===== config.mk =====
export PLATFORM = sky130hd
export DESIGN_NAME = dcache_plru
export DESIGN_NICKNAME = d
export VERILOG_FILES = /design/src/rtl/dcache_pkg.sv /design/src/rtl/dcache_plru.sv
export VERILOG_INCLUDE_DIRS = /design/src /design/src/rtl
export SDC_FILE = /design/constraint.sdc
export NUM_CORES = 1
export LEC_CHECK = 0
export ABC_CLOCK_PERIOD_IN_PS = 1950
export BUFFER_PORTS_ARGS = -buffer_cell sky130_fd_sc_hd__buf_2
export CAP_MARGIN = 40
export CORE_MARGIN = 2
export CORE_UTILIZATION = 50
export CTS_BUF_LIST = sky130_fd_sc_hd__clkbuf_16
export CTS_CLUSTER_DIAMETER = 100
export DETAILED_ROUTE_END_ITERATION = 10
export PLACE_DENSITY = 0.82
export SYNTH_ARGS = -nofsm -noshare
export SYNTH_HDL_FRONTEND = slang
export SYNTH_SLANG_ARGS = --single-unit
export TNS_END_PERCENT = 5

===== constraint.sdc =====
create_clock -name clk -period 1.95 [get_ports clk]
set_input_delay 0.39 -clock clk [delete_from_list [all_inputs] [get_ports clk]]
set_output_delay 0.39 -clock clk [all_outputs]
set_load 0.01 [all_outputs]

===== src/rtl/dcache_defs.svh =====
`ifndef DCACHE_DEFS_SVH
`define DCACHE_DEFS_SVH

// cache geometry
`define DC_WAYS         4
`define DC_SETS         16
`define DC_INDEX_BITS   4

// four 32-bit words per line
`define DC_OFFSET_BITS  4
`define DC_LINE_WORDS   4

// address bits above index and offset
`define DC_TAG_BITS     24

// burst length codes, beats minus one
`define DC_LEN1         4'd0
`define DC_LEN4         4'd3

`endif


===== src/rtl/dcache_pkg.sv =====
`default_nettype none

`include "dcache_defs.svh"

package dcache_pkg;

    typedef logic [31:0] word_t;

    // processor side
    typedef struct packed {
        logic        valid;
        logic        uncached;
        logic [31:0] addr;
        logic [3:0]  strobe;
        word_t       data;
    } dbus_req_t;

    typedef struct packed {
        logic  addr_ok;
        logic  data_ok;
        word_t data;
    } dbus_resp_t;

    // memory side, burst bus
    typedef struct packed {
        logic        valid;
        logic        is_write;
        logic [31:0] addr;
        logic [3:0]  len;
        logic [3:0]  strobe;
        word_t       data;
    } cbus_req_t;

    typedef struct packed {
        logic  ready;
        logic  last;
        word_t data;
    } cbus_resp_t;

    typedef struct packed {
        logic                    valid;
        logic                    dirty;
        logic [`DC_TAG_BITS-1:0] tag;
    } way_meta_t;

    typedef way_meta_t [`DC_WAYS-1:0] set_meta_t;
    typedef word_t [`DC_LINE_WORDS-1:0] line_t;
    typedef logic [1:0] way_t;

    typedef enum logic [2:0] {
        IDLE,
        LOOKUP,
        WRITEBACK,
        REFILL,
        UNCACHED
    } ctrl_state_t;

endpackage

`default_nettype wire


===== src/rtl/dcache_plru.sv =====
`timescale 1ns/1ns
`default_nettype none

`include "dcache_defs.svh"

module dcache_plru (
    input  logic                       clk,
    input  logic                       resetn,
    input  logic [`DC_INDEX_BITS-1:0]  index,
    output dcache_pkg::way_t           plru_way,
    input  logic                       touch,
    input  logic [`DC_INDEX_BITS-1:0]  touch_index,
    input  dcache_pkg::way_t           touch_way
);

    // [2] root, 0 picks ways 0/1 and 1 picks ways 2/3
    // [1] leaf of ways 0/1, [0] leaf of ways 2/3
    logic [2:0] tree [`DC_SETS];
    logic [2:0] cur;

    assign cur = tree[index];

    // victim follows the bits
    assign plru_way = cur[2] ? {1'b1, cur[0]} : {1'b0, cur[1]};

    always_ff @(posedge clk) begin
        if (resetn) begin
            for (int s = 0; s < `DC_SETS; s++) begin
                tree[s] <= '0;
            end
        end else if (touch) begin
            // point away from the touched way
            tree[touch_index][2] <= ~touch_way[1];
            if (touch_way[1]) begin
                tree[touch_index][0] <= ~touch_way[0];
            end else begin
                tree[touch_index][1] <= ~touch_way[0];
            end
        end
    end

endmodule

`default_nettype wire


==> results_dict.tcl, run 1 <==
set metrics [dict create \
    final_cell_mix "edfxtp_1 (48), nor2_1 (34), buf_4 (20)" \
    startpoint "tree[5][0]$_SDFFCE_PN0P_" \
    largest_reg_flops 48 \
    place.detailed.hpwl_um 3890 \
    cts_buffers 5 \
    cp-start-kind "register" \
    globalplace.congestion 0.779 \
    antenna_left 0 \
    worst_pin_slew_ns 0.315 \
    top_register "tree" \
    period_needed_ns 2.30 \
    synth_top_family_by_area "simple AND/OR/NAND/NOR gates" \
    num_io_pins 15 \
    start_util_pct 51.7 \
    drt_iter0_drc 233 \
    yosysSeqAreaShare_pct 55.0 \
    fin_util_pct 59.3 \
    yosysUniqueCellTypes 23 \
    fin_crit_sh_pct 118 \
    grt_pass1_wl_um 8630 \
    grt_usage_pct 19.7 \
    globalRouteOverflowTotal 0 \
    drt_wl_total_um 5330 \
    muxShareOfSynthArea_pct 12.9 \
    slew_headroom_pct 79.0 \
    setup_viol_count_final 2 \
    grt_pass1_vias 1789 \
    port_buffers 14 \
    antenna_cells 0 \
    fp.dieH_um 76.4 \
    holdBufCountCts 0 \
    ys_seq_elements 48 \
    cts_setup_buffers 0 \
    cts.sinks 48 \
    rsz0062_at_grt "yes" \
    end_kind "primary output" \
    finalMaxSlewViolations 0 \
    p_leak_nw 1.11 \
    vias 1815 \
    hold_violations 0 \
    drive_gt1_share_pct 34.0 \
    synthCells 220 \
    clockRootBuffer "clkbuf_16" \
    grt_max_degree 50 \
    reg_top3 "tree (48)" \
    yosys_warnings 0 \
    max_clock_freq_mhz 435 \
    first_pass_iters 4 \
    cp_max_fo 1 \
    postLayoutSetupSlackWorst_ns -0.346 \
    routedWlPerCell_um 17.5 \
    fin_nets 249 \
    worst-setup-path-type "reg2out" \
    maxCapViolCount 0 \
    cts_buffer_depth 2 \
    synthAdderAreaFrac_pct 0 \
    synthesis.nets 233 \
    required_ns 1.56 \
    synth_xor_area_share_pct 0 \
    core_um2 5070 \
    hold_start "touch_way[0]" \
    die_area_um2 5840 \
    areaGrowthSynthToFinish_pct 14.8 \
    peakVddDrop_mv 0.378 \
    viasPerCell 5.95 \
    total_power_mw 2.43 \
    hold_path.class "in2reg" \
    setup.worst_path.end "plru_way[0]" \
    die_w_um 76.4 \
    cts_tree "yes" \
    row_count 26 \
    power.density_nw_per_um2 806 \
    crit_arrival_ns 1.91 \
    n_fill_cell 402 \
    antenna_found_initial 0 \
    drc 0 \
    synth.cell_area_um2 2620 \
    synth_area_per_cell_um2 11.9 \
    status "finished with violations" \
    layout_commonest_cell "edfxtp_1" \
    pre_cts_slack_ns -0.405 \
    synth_compound_area_share_pct 6.11 \
    htree_levels 2 \
    synthSimpleGateAreaFrac_pct 22.0 \
    violations "negative setup slack" \
    hold_slack_ns 0.473 \
    clkTransAtPathRegs_ns 0.06 \
]
[cell type report]
type / instances / area, um2 / share of cell area [%]
Sequential cell: 48 / 1440 / 47.9
Tap cell: 70 / 87.6 / 2.91
Timing Repair Buffer: 34 / 241 / 8.02
Clock inverter: 1 / 30.0 / 0.998
Multi-Input combinational cell: 147 / 1080 / 36.0
Clock buffer: 5 / 125 / 4.16
[synth_stat cells (all sizes together)]
| cell type | n | share of area, % |
|---|---|---|
| nor2 | 34 | 4.9 |
| nor4b | 1 | 0.57 |
| a31o | 12 | 4.0 |
| edfxtp | 48 | 55 |
| mux2i | 3 | 1.1 |
| mux2 | 1 | 0.43 |
| clkbuf | 21 | 3.0 |
| buf | 4 | 1.0 |
| nand2 | 14 | 2.0 |
| nand2b | 17 | 4.1 |
| a22oi | 2 | 0.57 |
| a41o | 4 | 1.5 |
| nor4bb | 2 | 0.76 |
| nor3 | 16 | 3.1 |
| and4b | 1 | 0.38 |
| or2 | 16 | 3.8 |
| mux4 | 12 | 11 |
| nor2b | 4 | 0.95 |
| nand3 | 8 | 1.5 |
[how the worst min path moves through the flow]
| stage | slack (ns) | cells past startpoint | end |
|---|---|---|---|
| 3_3_place_gp | 0.77 | 2 | tree[0][1]$_SDFFCE_PN0P_ |
| 2_1_floorplan | 0.76 | 3 | tree[1][0]$_SDFFCE_PN0P_ |
| 4_1_cts | 0.47 | 2 | tree[1][1]$_SDFFCE_PN0P_ |
| 5_1_grt | 0.49 | 2 | tree[3][1]$_SDFFCE_PN0P_ |
| 3_5_place_dp | 0.77 | 2 | tree[1][1]$_SDFFCE_PN0P_ |
| 6_report | 0.47 | 2 | tree[3][1]$_SDFFCE_PN0P_ |
[worst max-delay path: stages, from the launching register on]
cell	delay, ns
edfxtp_1	0.43
mux4_2	0.52
a22oi_2	0.19
nand3_1	0.10
mux2_4	0.27
buf_6	0.12
[through the flow]
step                TNS [ns]  instance area [um2]  cells
floorplan            -0.0417                 2640    220
global placement      -0.427                 2840    299
detailed placement    -0.492                 2840    299
CTS                   -0.412                 3010    305
global route          -0.475                 3010    305
finish                -0.409                 3010    305
[layer usage]
metal  track usage [%]  up-vias  share of wire (%)
met1              26.4      892                 42
met3              4.62       10                7.7
met4              8.73        0                2.7
met5                 0        -                  0
li1                  -      838                  -
met2              30.7       75                 47
[report_power, final]
group	internal (mW)	switching [mW]	total, mW
sequential	1.19	0.0263	1.22
clock	0.590	0.337	0.927
combinational	0.145	0.136	0.281
total	1.93	0.500	2.43
[cells by family after synthesis]
| family | Yosys count |
|---|---|
| AO/OA/AOI/OAI | 18 |
| AND/OR/NAND/NOR | 113 |
| multiplexers | 16 |
| buffers and inverters | 25 |
| flip-flops | 48 |
[timing repair]
action | 4_1_cts | 5_1_grt
pin swaps | 0 | 1
resized for setup | 6 | 0
setup endpoints to repair | 2 | 2
cloned | 0 | 0
Power figures use the tool's default switching activity.
==> run 2: changes to the inputs <==
--- a/config.mk
+++ b/config.mk
@@ -6,6 +6,7 @@
 export SDC_FILE = /design/constraint.sdc
 export NUM_CORES = 1
 export LEC_CHECK = 0
+export ABC_AREA = 1
 export ABC_CLOCK_PERIOD_IN_PS = 1950
 export BUFFER_PORTS_ARGS = -buffer_cell sky130_fd_sc_hd__buf_2
 export CAP_MARGIN = 40
==> run 2 against run 1 <==
  * Die area rose by 9.1%
  * Critical endpoint unchanged
  * Clock power increased by 17%
  * Critical path depth grew 6
  * Final area grew 6.3%
  * Final cell count is 47% higher
  * Via count rose by 27%
  * Critical path type is now in2out
  * Routed wire length increased by 15%
  * Largest cell class unchanged
  * Sequential share of layout area fell by 2.8 points
  * The flow now finishes without violations
  * First-iteration DRC count down 0.43%
  * Flip-flop and latch count did not move
==> results_dict.tcl, run 2 <==
set metrics [dict create \
    status "finished, final reports clean" \
    grt_max_degree 49 \
    crit_path_cell_trace "clkbuf_4 -> buf_12 -> nor2_2 -> nor2_1 -> o21ai_1 -> nand3_1 -> nand3_1 -> nand2_1 -> nand2_1 -> nand2_1 -> buf_2" \
    hold_slack_ns 0.519 \
    synthArstFlopShare_pct 0 \
    cp-start-kind "input port" \
    worst_pin_slew_ns 0.670 \
    first_pass_iters 4 \
    holdBufCountCts 0 \
    antenna_left 0 \
    synthCells 367 \
    start_util_pct 51.9 \
    cpMostUsedCell "nand2_1" \
    yosys_warnings 0 \
    die_w_um 79.8 \
    htree_levels 2 \
    postLayoutSetupSlackWorst_ns 0.0758 \
    core_um2 5540 \
    row_count 27 \
    cp_max_fo 14 \
    grt_usage_pct 20.3 \
    antenna_found_initial 0 \
    cts_tree "yes" \
    yosysSeqAreaShare_pct 50.2 \
    required_ns 1.56 \
    layout_commonest_cell "nand2_1" \
    viasPerCell 5.15 \
    yosysUniqueCellTypes 17 \
    drc 0 \
    synth_top_cell_by_area "edfxtp_1" \
    synthesis.nets 380 \
    synth-edff-count 48 \
    cts.sinks 48 \
    end_kind "primary output" \
    drive_gt1_share_pct 19.4 \
    pre_cts_slack_ns 0.0688 \
    ys_seq_elements 48 \
    synthTopCellsByArea "edfxtp_1 (50%), nand2_1 (15%), nor2_1 (6.5%), inv_1 (5.0%), nand3_1 (4.9%)" \
    peakVddDrop_mv 0.551 \
    drt_iter0_drc 232 \
    grt_pass1_wl_um 9960 \
    hold_path.class "in2reg" \
    drt_wl_total_um 6150 \
    cts_buffer_depth 2 \
    synth_most_common_cell "nand2_1" \
    globalRouteOverflowTotal 0 \
    cts_buffers 5 \
    period_needed_ns 1.87 \
    crit_arrival_ns 1.48 \
    num_io_pins 15 \
    final_cell_mix "nand2_1 (113), edfxtp_1 (48), nor2_1 (47)" \
    hold_violations 0 \
    largest_reg_flops 48 \
    top_register "tree" \
    fin_nets 389 \
    globalplace.congestion 0.802 \
    port_buffers 14 \
    routedWlPerCell_um 13.7 \
    vias 2309 \
    place.detailed.hpwl_um 3990 \
    dominantRegCellSynth "edfxtp_1" \
    slew_headroom_pct 55.4 \
    fin_crit_sh_pct 96.1 \
    n_fill_cell 488 \
    power.density_nw_per_um2 806 \
    grt_pass1_vias 2241 \
    regArea_um2 1440 \
    max_clock_freq_mhz 534 \
    crit_path_top_delay_cell "clkbuf_4" \
    worst-setup-path-type "in2out" \
    tns_ns 0 \
    antenna_cells 0 \
    maxCapViolCount 0 \
    die_area_um2 6370 \
    reg_top3 "tree (48)" \
    finalMaxSlewViolations 0 \
    fp.dieH_um 79.8 \
    clockRootBuffer "clkbuf_16" \
    synth.cell_area_um2 2870 \
    netlist.area_leader.share_pct 50.2 \
    multiInputGateArea_um2 1120 \
    total_power_mw 2.58 \
    areaGrowthSynthToFinish_pct 11.4 \
    yosys-top-cells-count "nand2_1 (113), nor2_1 (50), edfxtp_1 (48)" \
    slowest_delay_ns 0.16 \
    setup_viol_count_final 0 \
    synth_area_per_cell_um2 7.83 \
    p_leak_nw 1.34 \
    clkTransAtPathRegs_ns 0.06 \
]
[run 2: changes by cell type after synthesis, sizes merged, moves of 12 or more]
cell / delta
nand2b: -17
nor2: +40
inv: +53
mux4: -12
o21ai: +20
clkbuf: -15
a31o: -12
nand2: +102
nand3: +20
or2: -16
[run 2: worst max-delay path: cells and delay by family]
kind	cells	cell delay, ns
AND/OR/NAND/NOR	7	0.55
buffers and inverters	3	0.45
AO/OA/AOI/OAI	1	0.10
[run 2: kinds of logic (layout without fill, tap and decap cells)]
logic type	after synthesis	in the layout	synth area share [%]
compound gates	22	22	3.83
simple gates	226	226	34.7
flops	48	48	50.2
buf+inv	71	80	11.4
[run 2: metal layers]
| metal | track usage, % | vias to the layer above | wire, um |
|---|---|---|---|
| met2 | 34.3 | 89 | 3020 |
| li1 | - | 1166 | - |
| met1 | 26.2 | 1043 | 2600 |
| met3 | 3.28 | 11 | 421 |
| met5 | 0 | - | 0 |
| met4 | 7.63 | 0 | 114 |
[run 2: final cells by class]
type                    instances  share of cell area (%)
flip-flops and latches         48                    45.0
multi-input cells             248                    35.1
inverters                      53                    6.29
repair buffers                 20                    5.00
clock buffers                   5                    3.91
well taps                      72                    2.81
clock inverters                 2                    1.88
[run 2: where the power goes]
part / internal (mW) / switching [mW] / total, mW
sequential: 1.19 / 0.0182 / 1.21
clock: 0.727 / 0.352 / 1.08
combinational: 0.0945 / 0.198 / 0.292
[run 2: timing repair]
action,4_1_cts,5_1_grt
setup buffers,0,0
resized for setup,0,10
setup endpoints to repair,0,1
[run 2: final timing paths]
path | from | endpoint | slack (ns) | cells after the start
worst max-delay path | index[0] | plru_way[0] | 0.08 | 11
worst min-delay path | touch_way[1] | tree[3][0]$_SDFFCE_PN0P_ | 0.52 | 3
[run 2: metrics by stage]
step | cell area [um2] | instances | util, %
floorplan | 2870 | 367 | -
CTS | 3150 | 447 | 56.9
global route | 3200 | 448 | 57.8
detailed placement | 2970 | 440 | 53.6
global placement | 2970 | 440 | 53.6
finish | 3200 | 448 | 57.8
==> run 3: changes to the inputs <==
--- a/config.mk
+++ b/config.mk
@@ -7,15 +7,14 @@
 export NUM_CORES = 1
 export LEC_CHECK = 0
 export ABC_AREA = 1
-export ABC_CLOCK_PERIOD_IN_PS = 1950
+export ABC_CLOCK_PERIOD_IN_PS = 2200
 export BUFFER_PORTS_ARGS = -buffer_cell sky130_fd_sc_hd__buf_2
 export CAP_MARGIN = 40
-export CORE_MARGIN = 2
 export CORE_UTILIZATION = 50
 export CTS_BUF_LIST = sky130_fd_sc_hd__clkbuf_16
 export CTS_CLUSTER_DIAMETER = 100
 export DETAILED_ROUTE_END_ITERATION = 10
-export PLACE_DENSITY = 0.82
+export PLACE_DENSITY = 0.79
 export SYNTH_ARGS = -nofsm -noshare
 export SYNTH_HDL_FRONTEND = slang
 export SYNTH_SLANG_ARGS = --single-unit
==> constraint.sdc (replaced) <==
create_clock -name clk -period 2.2 [get_ports clk]
set_input_delay 0.44 -clock clk [delete_from_list [all_inputs] [get_ports clk]]
set_output_delay 0.44 -clock clk [all_outputs]
set_load 0.01 [all_outputs]
==> run 3 against run 2 <==
  * Final area decreased by 2.5%
  * Sequential power shrank 12%
  * Non-clock buffer count down 1
  * Highest routed layer unchanged
  * Global-route usage rose by 1.6 points
  * Critical endpoint unchanged
  * Hold slack improved by 0.040 ns
==> results_dict.tcl, run 3 (synthesized netlist as in run 2, its figures left out) <==
set metrics [dict create \
    p_int_mw 1.66 \
    grt_usage_pct 21.9 \
    worst_pin_slew_ns 0.652 \
    crit_arrival_ns 1.56 \
    largest_reg_flops 48 \
    core_um2 5510 \
    fp.dieH_um 77.8 \
    antenna_found_initial 0 \
    clkTransAtPathRegs_ns 0.06 \
    postLayoutSetupSlackWorst_ns 0.198 \
    viasPerCell 5.20 \
    globalRouteOverflowTotal 0 \
    fin_crit_sh_pct 91.0 \
    clockRootBuffer "clkbuf_16" \
    worst-setup-path-type "in2out" \
    cts_buffers 5 \
    globalplace.congestion 0.842 \
    drc 0 \
    reg_top3 "tree (48)" \
    p_sw_mw 0.503 \
    cts_buffer_depth 2 \
    hold_start "touch_way[1]" \
    ctsResizeCount 0 \
    maxCapViolCount 0 \
    power.density_nw_per_um2 693 \
    setup_viol_count_final 0 \
    regArea_um2 1440 \
    cts_tree "yes" \
    multiInputGateArea_um2 1110 \
    layout_commonest_cell "nand2_1" \
    p_leak_nw 1.32 \
    drt_iter0_drc 216 \
    p_clk_share_pct 39.2 \
    top_register "tree" \
    antenna_cells 0 \
    startpoint "index[0]" \
    n_fill_cell 490 \
    grt_pass1_vias 2282 \
    vias 2328 \
    grt_max_degree 38 \
    holdPathStages 2 \
    whs_endpoint "tree[9][2]$_SDFFCE_PN0P_" \
    seqPwrFrac_pct 49.5 \
    pre_cts_slack_ns 0.209 \
    htree_levels 2 \
    power_frac_comb_pct 11.4 \
    routedWlPerCell_um 13.4 \
    die_area_um2 6060 \
    switching_share_pct 23.2 \
    max_clock_freq_mhz 500 \
    num_io_pins 15 \
    cp-start-kind "input port" \
    tns_ns 0 \
    period_needed_ns 2.00 \
    antenna_left 0 \
    rsz0062_at_grt "no" \
    place.detailed.hpwl_um 4140 \
    cp_max_fo 21 \
    cts_setup_buffers 0 \
    hold_path.class "in2reg" \
    fin_nets 388 \
    drive_gt1_share_pct 18.1 \
    finalMaxSlewViolations 0 \
    holdBufCountCts 0 \
    peakVddDrop_mv 0.366 \
    end_kind "primary output" \
    row_count 27 \
    required_ns 1.76 \
    fin_util_pct 56.7 \
    first_pass_iters 5 \
    slew_headroom_pct 56.5 \
    cts.sinks 48 \
    drt_wl_total_um 5990 \
    status "finished, final reports clean" \
    start_util_pct 52.2 \
    hold_violations 0 \
    grt_pass1_wl_um 10300 \
    final_cell_mix "nand2_1 (113), nor2_1 (50), edfxtp_1 (48)" \
    port_buffers 14 \
    areaGrowthSynthToFinish_pct 8.58 \
    die_w_um 77.8 \
]
[run 3: changes by cell type in the layout (fill, tap and decap cells not counted), sizes merged]
cell | previous run | this run
clkbuf | 7 | 5
clkinv | 0 | 1
inv | 53 | 54
buf | 18 | 19
bufinv | 2 | 1
[run 3: worst max-delay path, cell delays in order]
cell and delay, ns:
buf_2 0.12, inv_2 0.26, nand2_1 0.09, nand2_1 0.07, nand2_1 0.04, nand3_1 0.06, nand3_1 0.09, nand2_2 0.09
inv_1 0.04, nand2_1 0.06, nand2_1 0.05, buf_2 0.13
[run 3: how the worst max path moves through the flow]
stage | endpoint | cells after the start
global placement | plru_way[0] | 12
CTS | plru_way[0] | 12
global route | plru_way[0] | 12
finish | plru_way[0] | 12
floorplan | plru_way[0] | 11
detailed placement | plru_way[0] | 12
[run 3: area by class of cell]
type	instances	area share [%]
timing repair buffer	19	3.85
clock inverter	3	1.24
sequential	48	46.2
multi-input combinational	248	35.4
tap	72	2.89
clock buffer	5	4.01
inverter	53	6.38
[run 3: per-stage QoR]
step                hold slack, ns  instances  area (um2)  power, mW
floorplan                    0.639        367        2870       1.27
detailed placement           0.857        440        2960       1.33
CTS                          0.559        448        3120       2.17
global placement             0.852        440        2960       1.33
global route                 0.569        448        3120       2.23
finish                       0.559        448        3120       2.16
[run 3: power by group through the flow]
stage               sequential [mW]  combinational [mW]  clock, mW
floorplan                      1.08               0.185          0
global placement               1.09               0.239          0
detailed placement             1.09               0.243          0
global route                   1.07               0.276      0.885
finish                         1.07               0.246      0.847
CTS                            1.07               0.246      0.854
[run 3: layer usage]
layer / wire (um) / up-vias / GRT usage (%) / part of all wire (%)
li1: - / 1159 / - / -
met1: 2540 / 1078 / 27.2 / 42
met2: 3080 / 82 / 38.8 / 51
met3: 272 / 9 / 3.06 / 4.5
met4: 102 / 0 / 7.55 / 1.7
met5: 0 / - / 0 / 0
